$ cat src/hw/link_rx_pkg.sv
// Common widths, command word layout and decode helpers for the link receiver.
// Every block imports this package. The command word is the first beat of a packet.
package link_rx_pkg;

   //########################################
   // Widths and sizes
   //########################################
   localparam int beat_w     = 32;                  // One PHY beat
   localparam int cmd_w      = 32;
   localparam int addr_w     = 32;
   localparam int data_words = 4;                   // Max payload words
   localparam int data_w     = data_words * beat_w;
   localparam int pkt_words  = 7;                   // Cmd, dst, src, data
   localparam int pkt_w      = pkt_words * beat_w;

   typedef logic [beat_w-1:0] beat_t;
   typedef logic [addr_w-1:0] addr_t;
   typedef logic [data_w-1:0] data_t;
   typedef logic [15:0]       credit_t;
   typedef logic [2:0]        beat_cnt_t;            // Up to 7 beats

   // Opcode in cmd[2:0], codes 6 and 7 undefined
   typedef enum logic [2:0] {
      op_link         = 3'd0,
      op_read         = 3'd1,
      op_write        = 3'd2,
      op_write_posted = 3'd3,
      op_read_resp    = 3'd4,
      op_write_resp   = 3'd5
   } opcode_t;

   typedef enum logic [1:0] {cls_req, cls_resp, cls_link} pkt_class_t;

   localparam logic [7:0] subtype_crdt_req  = 8'h01;   // Link subtype, cmd[15:8]
   localparam logic [7:0] subtype_crdt_resp = 8'h11;

   localparam int fifo_depth_data = 64;
   localparam int fifo_depth_link = 4;

   // Which FIFO a packet belongs to
   function automatic pkt_class_t class_of(input beat_t cmd);
      pkt_class_t cls;
      case (opcode_t'(cmd[2:0]))
         op_read, op_write, op_write_posted: cls = cls_req;
         op_read_resp, op_write_resp:        cls = cls_resp;
         default:                            cls = cls_link;   // Incl. undefined
      endcase
      return cls;
   endfunction

   // Packet length in beats, len field cmd[5:4] is words minus one
   function automatic beat_cnt_t packet_beats(input beat_t cmd);
      beat_cnt_t beats;
      case (opcode_t'(cmd[2:0]))
         op_read, op_write_resp:                  beats = 3'd3;
         op_write, op_write_posted, op_read_resp: beats = 3'd4 + beat_cnt_t'(cmd[5:4]);
         default:                                 beats = 3'd1;
      endcase
      return beats;
   endfunction

endpackage

$ cat src/hw/rx_sequencer.sv
// FIFO drain control.
// Between packets it picks link, then response, then request, and then stays on
// that FIFO until the whole packet is read, one beat per cycle unless busy.
module rx_sequencer
   (
   input  logic               clk,
   input  logic               nreset,
   input  logic               empty_req,
   input  logic               empty_resp,
   input  logic               empty_lnk,
   input  link_rx_pkg::beat_t head_req,
   input  link_rx_pkg::beat_t head_resp,
   input  link_rx_pkg::beat_t head_lnk,
   input  logic               busy,          // Assembler holds a packet
   output logic               rd_req,
   output logic               rd_resp,
   output logic               rd_lnk,
   output link_rx_pkg::beat_t beat_data,
   output logic               beat_vld,
   output logic               beat_first,
   output logic               beat_last
   );
   import link_rx_pkg::*;

   typedef enum logic [1:0] {sel_idle, sel_lnk, sel_resp, sel_req} sel_t;

   sel_t      sel;       // FIFO locked for current packet
   sel_t      cur;       // FIFO served this cycle
   beat_cnt_t remain;    // Beats left after the current one
   beat_cnt_t total;
   logic      avail;
   logic      rd;
   logic      first;
   logic      last;

   //########################################
   // Arbitration, only at packet boundary
   //########################################
   always_comb
   begin
      cur = sel;
      if (sel == sel_idle)
      begin
         if (!empty_lnk)
            cur = sel_lnk;        // Link first, keeps credits fresh
         else if (!empty_resp)
            cur = sel_resp;
         else if (!empty_req)
            cur = sel_req;
      end
   end

   // Head mux
   assign beat_data = (cur == sel_lnk)  ? head_lnk  :
                      (cur == sel_resp) ? head_resp : head_req;
   assign avail     = (cur == sel_lnk)  ? !empty_lnk  :
                      (cur == sel_resp) ? !empty_resp :
                      (cur == sel_req)  ? !empty_req  : 1'b0;

   assign rd    = avail & !busy;
   assign first = (sel == sel_idle);
   assign total = packet_beats(beat_data);   // Valid only on the first beat
   assign last  = first ? (total == 3'd1) : (remain == 3'd1);

   assign rd_lnk  = rd & (cur == sel_lnk);
   assign rd_resp = rd & (cur == sel_resp);
   assign rd_req  = rd & (cur == sel_req);

   // Beat strobes toward the assembler
   assign beat_vld   = rd;
   assign beat_first = rd & first;
   assign beat_last  = rd & last;

   always_ff @(posedge clk or negedge nreset)
      if (!nreset)
      begin
         sel    <= sel_idle;
         remain <= '0;
      end
      else if (rd)
      begin
         if (last)
            sel <= sel_idle;                         // Rearbitrate next cycle
         else
            sel <= cur;
         remain <= first ? total - 3'd1 : remain - 3'd1;
      end

endmodule

$ cat config.mk
export PLATFORM = sky130hd
export DESIGN_NAME = rx_sequencer
export DESIGN_NICKNAME = d
export VERILOG_FILES = /design/src/hw/link_rx_pkg.sv /design/src/hw/rx_sequencer.sv
export SDC_FILE = /design/constraint.sdc
export NUM_CORES = 1
export LEC_CHECK = 0
export BUFFER_PORTS_ARGS = -buffer_cell sky130_fd_sc_hd__buf_2
export CAP_MARGIN = 20
export CORE_MARGIN = 2
export CORE_UTILIZATION = 32
export DETAILED_ROUTE_END_ITERATION = 10
export PLACE_DENSITY = 0.8
export RECOVER_POWER = 50
export SLEW_MARGIN = 20
export SYNTH_ARGS = -nofsm -noshare
export SYNTH_HDL_FRONTEND = slang
export SYNTH_SLANG_ARGS = --single-unit
export TNS_END_PERCENT = 30
$ cat constraint.sdc
create_clock -name clk -period 2.9 [get_ports clk]
set_clock_uncertainty 0.2 [all_clocks]
set_input_delay 0.435 -clock clk [delete_from_list [all_inputs] [get_ports clk]]
set_output_delay 0.435 -clock clk [all_outputs]
set_load 0.02 [all_outputs]
==> results.ini, run 1 <==
[critical_path]
crit-reg2reg-launch=sel[1]
critPathRequiredTime_ns=2.27
cp-start-kind=flop
path_cells=mux2_4 -> a221o_1 -> nor3b_4 -> o21bai_2 -> ha_1 -> nand2_1 -> o31ai_4 -> buf_6
crit_path_start=sel[1]
cp.arrival_ns=2.35
crit_path_max_incr_delay_ns=0.47
slowest_stage=dfrtp_2
end_kind=output port
critPathKind=reg2out
critPathMaxFanout=8
critical_path.top_delay_family=compound AO/OA/AOI/OAI gates
crit_buf_inv=1

[job]
maxCapViolCount=0

[floorplanning]
rows=21
fp.dieW_um=62.7
die_h_um=62.7
dieArea_um2=3930
core_area_um2=3340
pin_count=140
start_util=0.331

[logic_synthesis]
synth_area_per_cell_um2=7.46
ys_warn_count=0
ys_ff_latch=5
ys_top_cells_by_area=a222oi_1 (24%), inv_1 (12%), dfrtp_1 (11%)
ys_seq_area_frac=0.113
synth-edff-count=0
yosysTopAreaCell=a222oi_1
synth_cells=148
netlist.area_leader.share=0.245
synthArstFlopShare=1.00
synthFlopType=dfrtp_1
ys_types=39
synthTopCellsByCount=inv_1 (34), a222oi_1 (27), nor2_1 (8)
syn_area_um2=1100
yosysMostFrequentCell=inv_1
synth_nets=254

[hold_path]
worstHoldStart=remain[1]
min_path_type=reg2reg

[place]
gp_congestion=0.906
postPlaceCellArea_um2=1920
port_buffers=139
dp_cells=337
place_hpwl_mm=3.84

[power]
p_leak_nw=1.19
vdd_drop_max_mv=0.548
power.density_nw_per_um2=1080

[clock_tree]
cts_tree=done
clockBufferDepth=2
cts.sinks=5
clk_latency_ns=0.25
path_clk_slew_ns=0.05
cts-root-buf=clkbuf_4
htree_levels=1
cts_buffers=3

[timing]
max_freq_ghz=0.335
relSlewSlack=0.716
post-route-min-period_ns=2.98
final-hold-violation-count=0
setup_ws_ns=-0.0830
setup_viol=1
worstMarginPinSlew_ns=0.424
finalCritPeriodShare=1.03
rsz0062_at_grt=true
whs_ns=0.333
slew_violations=0

[finish]
final_cell_area_um2=2010
final_cells=345
n_fill_cell=311
final_nets=406
area_delta_synth_final_pct=82.2
n_antenna_cell=0
drive_gt1_frac=0.592

[outcome]
violations=setup timing
outcome=finished with violations

[route]
drtIter0Drc=158
wl_mm=4.79
drc_errors=0
wl_per_cell_um=13.9
vias=1835
ant_nets=0
first_pass_iters=6
vias_per_cell=5.32

[global_routing]
grt_overflow=0
grt_pass1_vias=1753
antenna_found_initial=0
grt_max_degree=30
grt_use_total=0.235
grt_pass1_wl_mm=7.61

[layer usage]
layer / up-vias / GRT usage / wire length [um]
met3: 11 / 0.0306 / 376
met1: 844 / 0.262 / 1780
met2: 97 / 0.456 / 2560
li1: 883 / - / -
met4: 0 / 0.0722 / 80
met5: - / 0 / 0
[layout by cell type, fill, tap and decap left out, drive strengths merged]
| master | netlist | final |
|---|---|---|
| o21ai | 4 | 4 |
| o221ai | 1 | 1 |
| or2 | 1 | 1 |
| o31ai | 2 | 2 |
| o21a | 1 | 1 |
| and3b | 1 | 1 |
| nand4b | 3 | 3 |
| a222oi | 27 | 27 |
| ha | 4 | 4 |
| mux2 | 3 | 3 |
| and2 | 1 | 1 |
| nand2b | 4 | 4 |
| nor4 | 1 | 1 |
| nand3 | 3 | 3 |
| nor2 | 9 | 9 |
| inv | 34 | 34 |
| dlygate4sd3 | 0 | 1 |
| buf | 7 | 156 |
| nor3 | 2 | 2 |
| clkbuf | 5 | 6 |
| a31oi | 2 | 2 |
| nand2 | 7 | 7 |
| a22oi | 2 | 2 |
| nor2b | 2 | 2 |
| o21bai | 1 | 1 |
| dfrtp | 5 | 5 |
| a221o | 4 | 4 |
| a21oi | 8 | 8 |
| a211oi | 1 | 1 |
| nor3b | 3 | 3 |
[per-stage QoR]
step,setup TNS (ns),total power [mW],worst slack (ns),util
after floorplan,0,1.35,0.0483,-
after global placement,0,1.98,0.0653,0.575
after detailed placement,-0.0178,2.00,-0.0178,0.575
after CTS,-0.0635,2.15,-0.0635,0.600
after global routing,-0.193,2.35,-0.193,0.603
final,-0.0830,2.18,-0.0830,0.603
[logic make-up (layout without fill, tap and decap cells)]
| group | Yosys count | after routing | synth area share |
|---|---|---|---|
| simple gates | 37 | 37 | 0.206 |
| fa+ha+maj | 4 | 4 | 0.0454 |
| compound gates | 53 | 53 | 0.433 |
| mux | 3 | 3 | 0.0306 |
| flops | 5 | 5 | 0.113 |
| buf+inv | 46 | 197 | 0.171 |
[worst paths after layout]
kind                              to  slack, ns  depth (start not counted)
min reg2reg                remain[1]       0.33                          2
max reg2reg                remain[2]       0.38                         11
max in group asynchronous     sel[1]       1.88                          2
max                        beat_last      -0.08                          8
min in group asynchronous  remain[2]       0.37                          2
min                        remain[1]       0.33                          2
[registers in the layout, indices dropped and copies added (netlist names)]
name / count
sel: 2
remain: 3
[worst reg2reg max path: stages (launching register included)]
cell and delay (ns):
dfrtp_2 0.47, buf_6 0.15, or2_2 0.33, o21ai_4 0.18, a221o_1 0.21, a21oi_2 0.07
nor2_1 0.12, a21oi_2 0.06, buf_4 0.13, ha_1 0.21, nor3_2 0.20, o31ai_2 0.08
[final cells by class]
cell class                      instances  area (um2)  area share
Multi-Input combinational cell         97         812       0.404
Inverter                               34         128      0.0635
Tap cell                               46        57.6      0.0286
Timing Repair Buffer                  159         860       0.428
Sequential cell                         5         128      0.0635
Clock buffer                            4        26.3      0.0131
[report_power, final]
group          internal [mW]  switching [mW]  total, mW
combinational          0.805            1.13       1.93
clock                 0.0523          0.0323     0.0845
sequential             0.108          0.0528      0.161
[what timing repair did]
| action | in CTS | in global routing |
|---|---|---|
| gates cloned | 0 | 0 |
| endpoints found under the hold margin | 5 | 0 |
| resized for setup | 9 | 1 |
| setup buffers | 2 | 1 |
| endpoints found under the setup margin | 1 | 1 |
| pin swaps | 1 | 0 |
| hold buffers | 1 | 0 |
Power figures use the tool's default switching activity.
==> run 2, diff against run 1 <==
--- a/config.mk
+++ b/config.mk
@@ -7,10 +7,12 @@
 export LEC_CHECK = 0
 export BUFFER_PORTS_ARGS = -buffer_cell sky130_fd_sc_hd__buf_2
 export CAP_MARGIN = 20
+export CELL_PAD_IN_SITES_DETAIL_PLACEMENT = 0
+export CELL_PAD_IN_SITES_GLOBAL_PLACEMENT = 2
 export CORE_MARGIN = 2
-export CORE_UTILIZATION = 32
+export CORE_UTILIZATION = 14
 export DETAILED_ROUTE_END_ITERATION = 10
-export PLACE_DENSITY = 0.8
+export PLACE_DENSITY_LB_ADDON = 0.1
 export RECOVER_POWER = 50
 export SLEW_MARGIN = 20
 export SYNTH_ARGS = -nofsm -noshare
==> results.ini, run 2 (synthesis gave the netlist of run 1 again) <==
[critical_path]
end_kind=output port
cp.arrival_ns=2.31  ; -0.04 ns
r2r_end=remain[2]
ff2ff_path_depth=11  ; unchanged
critPathKind=reg2out
r2r_slack_ns=0.36  ; -0.02 ns
critPathMaxFanout=6  ; -2
slowest_stage=dfrtp_2
critPathRequiredTime_ns=2.27  ; about the same
crit-reg2reg-launch=sel[1]
path_cells=mux2_4 -> a221o_1 -> nor3b_4 -> o21bai_2 -> ha_2 -> nand2_2 -> o31ai_4 -> buf_6
cp-start-kind=flop
crit_buf_inv=1  ; unchanged
critical_path.top_delay_family=compound AO/OA/AOI/OAI gates
crit_path_max_incr_delay_ns=0.46  ; about the same

[timing]
slew_violations=0  ; unchanged
post-route-min-period_ns=2.94  ; -0.0395 ns
final-hold-violation-count=0  ; unchanged
worstMarginPinSlew_ns=0.359  ; -0.0645 ns
max_freq_ghz=0.340  ; +1.3%
whs_ns=0.309  ; -0.0242 ns
setup_ws_ns=-0.0435  ; +0.0395 ns
finalCritPeriodShare=1.02  ; -0.0136
setup_viol=1  ; unchanged
rsz0062_at_grt=true
fin_tns_setup_ns=-0.0435  ; +0.0395 ns
relSlewSlack=0.759  ; +0.0433

[place]
dp_cells=402  ; +19%
port_buffers=139  ; unchanged
gp_congestion=0.722  ; -20%
place_hpwl_mm=4.44  ; +16%

[floorplanning]
start_util=0.144  ; -0.187
dieArea_um2=8610  ; +120%
rows=32  ; +52%
fp.dieW_um=92.8  ; +48%
die_h_um=92.8  ; +48%
pin_count=140  ; unchanged
core_area_um2=7690  ; +130%

[power]
p_leak_nw=1.26  ; +5.7%
vdd_drop_max_mv=0.304  ; -45%
power.density_nw_per_um2=1070  ; -1.6%

[finish]
n_fill_cell=908  ; +190%
top_register=remain
layout_commonest_cell=buf_2
n_antenna_cell=0  ; unchanged
final_nets=417  ; +2.7%
largest_register_ffs=3  ; unchanged
area_delta_synth_final_pct=99.7
final_cells=412  ; +19%
final_cell_mix=buf_2 (136), inv_1 (33), a222oi_1 (27), buf_4 (27), nor2_1 (8)
top_regs=remain x3, sel x2
drive_gt1_frac=0.616  ; +0.0242

[route]
vias_per_cell=4.38  ; -18%
drtIter0Drc=148  ; -6.3%
vias=1803  ; -1.7%
drc_errors=0  ; unchanged
first_pass_iters=5  ; -1
wl_per_cell_um=13.0  ; -6.7%
ant_nets=0  ; unchanged
wl_mm=5.34  ; +11%

[hold_path]
min_path_type=reg2reg
hold-path-cell-count=2  ; unchanged
worstHoldStart=remain[2]
holdPathEnd=remain[2]

[clock_tree]
cts_tree=done
cts-root-buf=clkbuf_8
htree_levels=1  ; unchanged
cts.sinks=5  ; unchanged
path_clk_slew_ns=0.04  ; about the same
clk_latency_ns=0.22  ; -0.03 ns
clockBufferDepth=2  ; unchanged
cts_buffers=3  ; unchanged

[global_routing]
grt_max_degree=28  ; -6.7%
grt_pass1_wl_mm=8.13  ; +6.8%
antenna_found_initial=0  ; unchanged
grt_use_total=0.116  ; -0.119
grt_pass1_vias=1738  ; -0.86%
grt_overflow=0  ; unchanged

[job]
maxCapViolCount=0  ; unchanged

[outcome]
outcome=finished with violations
violations=setup timing

run 2: metrics by stage:
stage	power (mW)	utilization	area, um2	worst slack, ns
floorplan	1.35	-	1100	0.0483
global placement	2.18	0.269	2070	0.0225
detailed placement	2.14	0.269	2070	-0.0145
CTS	2.39	0.286	2200	-0.0671
global route	2.55	0.287	2200	-0.150
finish	2.35	0.287	2200	-0.0435
run 2: worst register-to-register path, delay by kind of cell (launching register included):
family                   cells  cell delay, ns
buffers and inverters        2            0.28
AO/OA/AOI/OAI                5            0.61
AND/OR/NAND/NOR              3            0.65
flip-flops                   1            0.46
adder cells (fa/ha/maj)      1            0.21
run 2: worst max-delay path by stage:
| stage | from | to | slack [ns] | cells after the start |
|---|---|---|---|---|
| 2_1_floorplan | empty_resp | beat_last | 0.05 | 9 |
| 4_1_cts | sel[1] | beat_last | -0.07 | 9 |
| 6_report | sel[1] | beat_last | -0.04 | 8 |
| 3_5_place_dp | sel[1] | beat_last | -0.01 | 11 |
| 3_3_place_gp | sel[1] | beat_last | 0.02 | 11 |
| 5_1_grt | sel[1] | beat_last | -0.15 | 9 |
run 2: final cells by class:
| cell class | count | area, um2 | area share |
|---|---|---|---|
| tap | 102 | 128 | 0.0579 |
| sequential | 5 | 126 | 0.0574 |
| multi-input combinational | 97 | 820 | 0.372 |
| inverter | 34 | 130 | 0.0591 |
| timing repair buffer | 170 | 955 | 0.433 |
| clock buffer | 4 | 45.0 | 0.0204 |
run 2: what timing repair did:
item                                    4_1_cts  5_1_grt
hold buffers                                  1        0
resized for setup                            15        1
buffers inserted                              5        0
pin swaps                                    10        6
hold endpoints to repair                      5        0
endpoints found under the setup margin        1        1
run 2: per-layer routing:
metal  wire length [um]  track usage  share of wire  up-vias
met3                351       0.0179          0.066        2
met5                  0            0              0        -
li1                   -            -              -      898
met1               2150        0.140           0.40      823
met4                 17       0.0147         0.0032        0
met2               2830        0.222           0.53       80
run 2: where the power goes:
part	leakage, nW	internal, mW	switching, mW
Clock	0.0228	0.0945	0.0360
Combinational	1.18	0.891	1.18
Sequential	0.0560	0.107	0.0383
Total	1.26	1.09	1.26
==> run 3, diff against run 2 <==
--- a/config.mk
+++ b/config.mk
@@ -10,7 +10,7 @@
 export CELL_PAD_IN_SITES_DETAIL_PLACEMENT = 0
 export CELL_PAD_IN_SITES_GLOBAL_PLACEMENT = 2
 export CORE_MARGIN = 2
-export CORE_UTILIZATION = 14
+export CORE_UTILIZATION = 12
 export DETAILED_ROUTE_END_ITERATION = 10
 export PLACE_DENSITY_LB_ADDON = 0.1
 export RECOVER_POWER = 50
==> constraint.sdc (replaced) <==
create_clock -name clk -period 2.7 [get_ports clk]
set_clock_uncertainty 0.2 [all_clocks]
set_input_delay 0.405 -clock clk [delete_from_list [all_inputs] [get_ports clk]]
set_output_delay 0.405 -clock clk [all_outputs]
set_load 0.02 [all_outputs]
==> results.ini, run 3 (synthesis gave the netlist of run 1 again) <==
[job]
maxCapViolCount=0  ; unchanged

[critical_path]
cp-start-kind=flop
critPathMaxFanout=8  ; +2
critPathRequiredTime_ns=2.10  ; -0.17 ns
critPathKind=reg2out
cp.arrival_ns=2.30  ; about the same
end_kind=output port

[timing]
post-route-min-period_ns=2.90
slew_violations=0  ; unchanged
setup_ws_ns=-0.200  ; -0.157 ns
finalCritPeriodShare=1.07
rsz0062_at_grt=true
final-hold-violation-count=0  ; unchanged
setup_viol=1  ; unchanged
relSlewSlack=0.704  ; -0.0550
max_freq_ghz=0.345
worstMarginPinSlew_ns=0.442  ; +0.0830 ns

[clock_tree]
clk_latency_ns=0.22  ; about the same
cts-root-buf=clkbuf_8
cts.sinks=5  ; unchanged
cts_buffers=3  ; unchanged
path_clk_slew_ns=0.03  ; about the same
htree_levels=1  ; unchanged
cts_tree=done
clockBufferDepth=2  ; unchanged

[finish]
seq_area_um2=128  ; +0.99%
top_regs=remain x3, sel x2
area_delta_synth_final_pct=101
multi_input_area_um2=842  ; +2.7%
n_fill_cell=1006  ; +11%
finish.utilization=0.252  ; -0.0347
n_antenna_cell=0  ; unchanged
layout_commonest_cell=buf_2
largest_register_ffs=3  ; unchanged
final_cell_mix=buf_2 (135), inv_1 (34), buf_4 (31), a222oi_1 (27), nor2_1 (8)
drive_gt1_frac=0.630  ; +0.0141
top_register=remain
final_cell_area_um2=2220  ; +0.68%
final_nets=418  ; +0.24%

[power]
p_leak_nw=1.26  ; +0.23%
vdd_drop_max_mv=0.249  ; -18%
power_mw=2.50  ; +6.2%
power.density_nw_per_um2=1130  ; +5.5%

[global_routing]
antenna_found_initial=0  ; unchanged
grt_overflow=0  ; unchanged
grt_pass1_vias=1932  ; +11%
grt_pass1_wl_mm=9.37  ; +15%
grt_use_total=0.116  ; -0.000663
grt_max_degree=29  ; +3.6%

[route]
drc_errors=0  ; unchanged
first_pass_iters=5  ; unchanged
ant_nets=0  ; unchanged
wl_mm=5.95  ; +12%
wl_per_cell_um=14.2  ; +9.7%
vias_per_cell=4.37  ; -0.20%
vias=1830  ; +1.5%
drtIter0Drc=130  ; -12%

[place]
postPlaceCellArea_um2=2090  ; +1.0%
gp_congestion=0.717  ; -0.69%
port_buffers=139  ; unchanged
pre_cts_ws_ns=-0.163  ; -0.149 ns
place_hpwl_mm=4.93  ; +11%

[floorplanning]
core_area_um2=8810  ; +15%
die_h_um=99.9  ; +7.7%
pin_count=140  ; unchanged
rows=34  ; +6.3%
dieArea_um2=9980  ; +16%
start_util=0.125  ; -0.0182
fp.dieW_um=99.9  ; +7.7%

[outcome]
violations=setup timing
outcome=finished with violations

[hold_path]
min_path_type=reg2reg

==> run 3: cell types whose count changed in the layout (fill, tap and decap cells not counted), sizes merged <==
cell / delta
clkbuf: +1
==> run 3: metrics by stage <==
step,setup TNS (ns),cells,hold WS [ns]
2_1_floorplan,-0.0137,148,-0.0906
3_3_place_gp,-0.125,409,0.0367
3_5_place_dp,-0.163,409,0.0343
5_1_grt,-1.71,419,0.377
6_report,-0.200,419,0.323
4_1_cts,-0.233,416,0.325
==> run 3: critical path, cell delays in order (launching register included) <==
cell	delay, ns
dfrtp_2	0.46
mux2_4	0.31
a221o_2	0.38
nor3b_4	0.17
o21bai_2	0.14
ha_2	0.19
nand2_2	0.06
o31ai_4	0.21
buf_6	0.15
==> run 3: power breakdown <==
part / total (mW) / internal [mW] / switching (mW)
combinational: 2.20 / 0.928 / 1.27
clock: 0.137 / 0.101 / 0.0358
sequential: 0.160 / 0.116 / 0.0440
==> run 3: final timing paths <==
path	end	slack (ns)	depth (start not counted)	startpoint
max	beat_last	-0.20	8	sel[1]
min	remain[1]	0.32	2	remain[1]
max reg2reg	sel[1]	0.16	11	sel[1]
min reg2reg	remain[1]	0.32	2	remain[1]
max in group asynchronous	sel[1]	1.69	2	nreset
min in group asynchronous	remain[1]	0.37	2	nreset
==> run 3: layout make-up <==
type | count | share of cell area
Timing Repair Buffer | 171 | 0.424
Multi-Input combinational cell | 97 | 0.380
Tap cell | 108 | 0.0609
Sequential cell | 5 | 0.0575
Inverter | 34 | 0.0575
Clock buffer | 4 | 0.0203
==> run 3: layer usage <==
| layer | track usage | up-vias | share of wire |
|---|---|---|---|
| li1 | - | 900 | - |
| met1 | 0.129 | 824 | 0.37 |
| met2 | 0.218 | 94 | 0.50 |
| met3 | 0.0279 | 12 | 0.10 |
| met4 | 0.0316 | 0 | 0.023 |
| met5 | 0 | - | 0 |
==> run 3: repair_timing <==
item                                   CTS  global route
endpoints found under the hold margin    5             0
buffers inserted                         2             3
setup endpoints to repair                2            30
resized for setup                        8             4
pin swaps                                3             4
hold buffers                             1             0
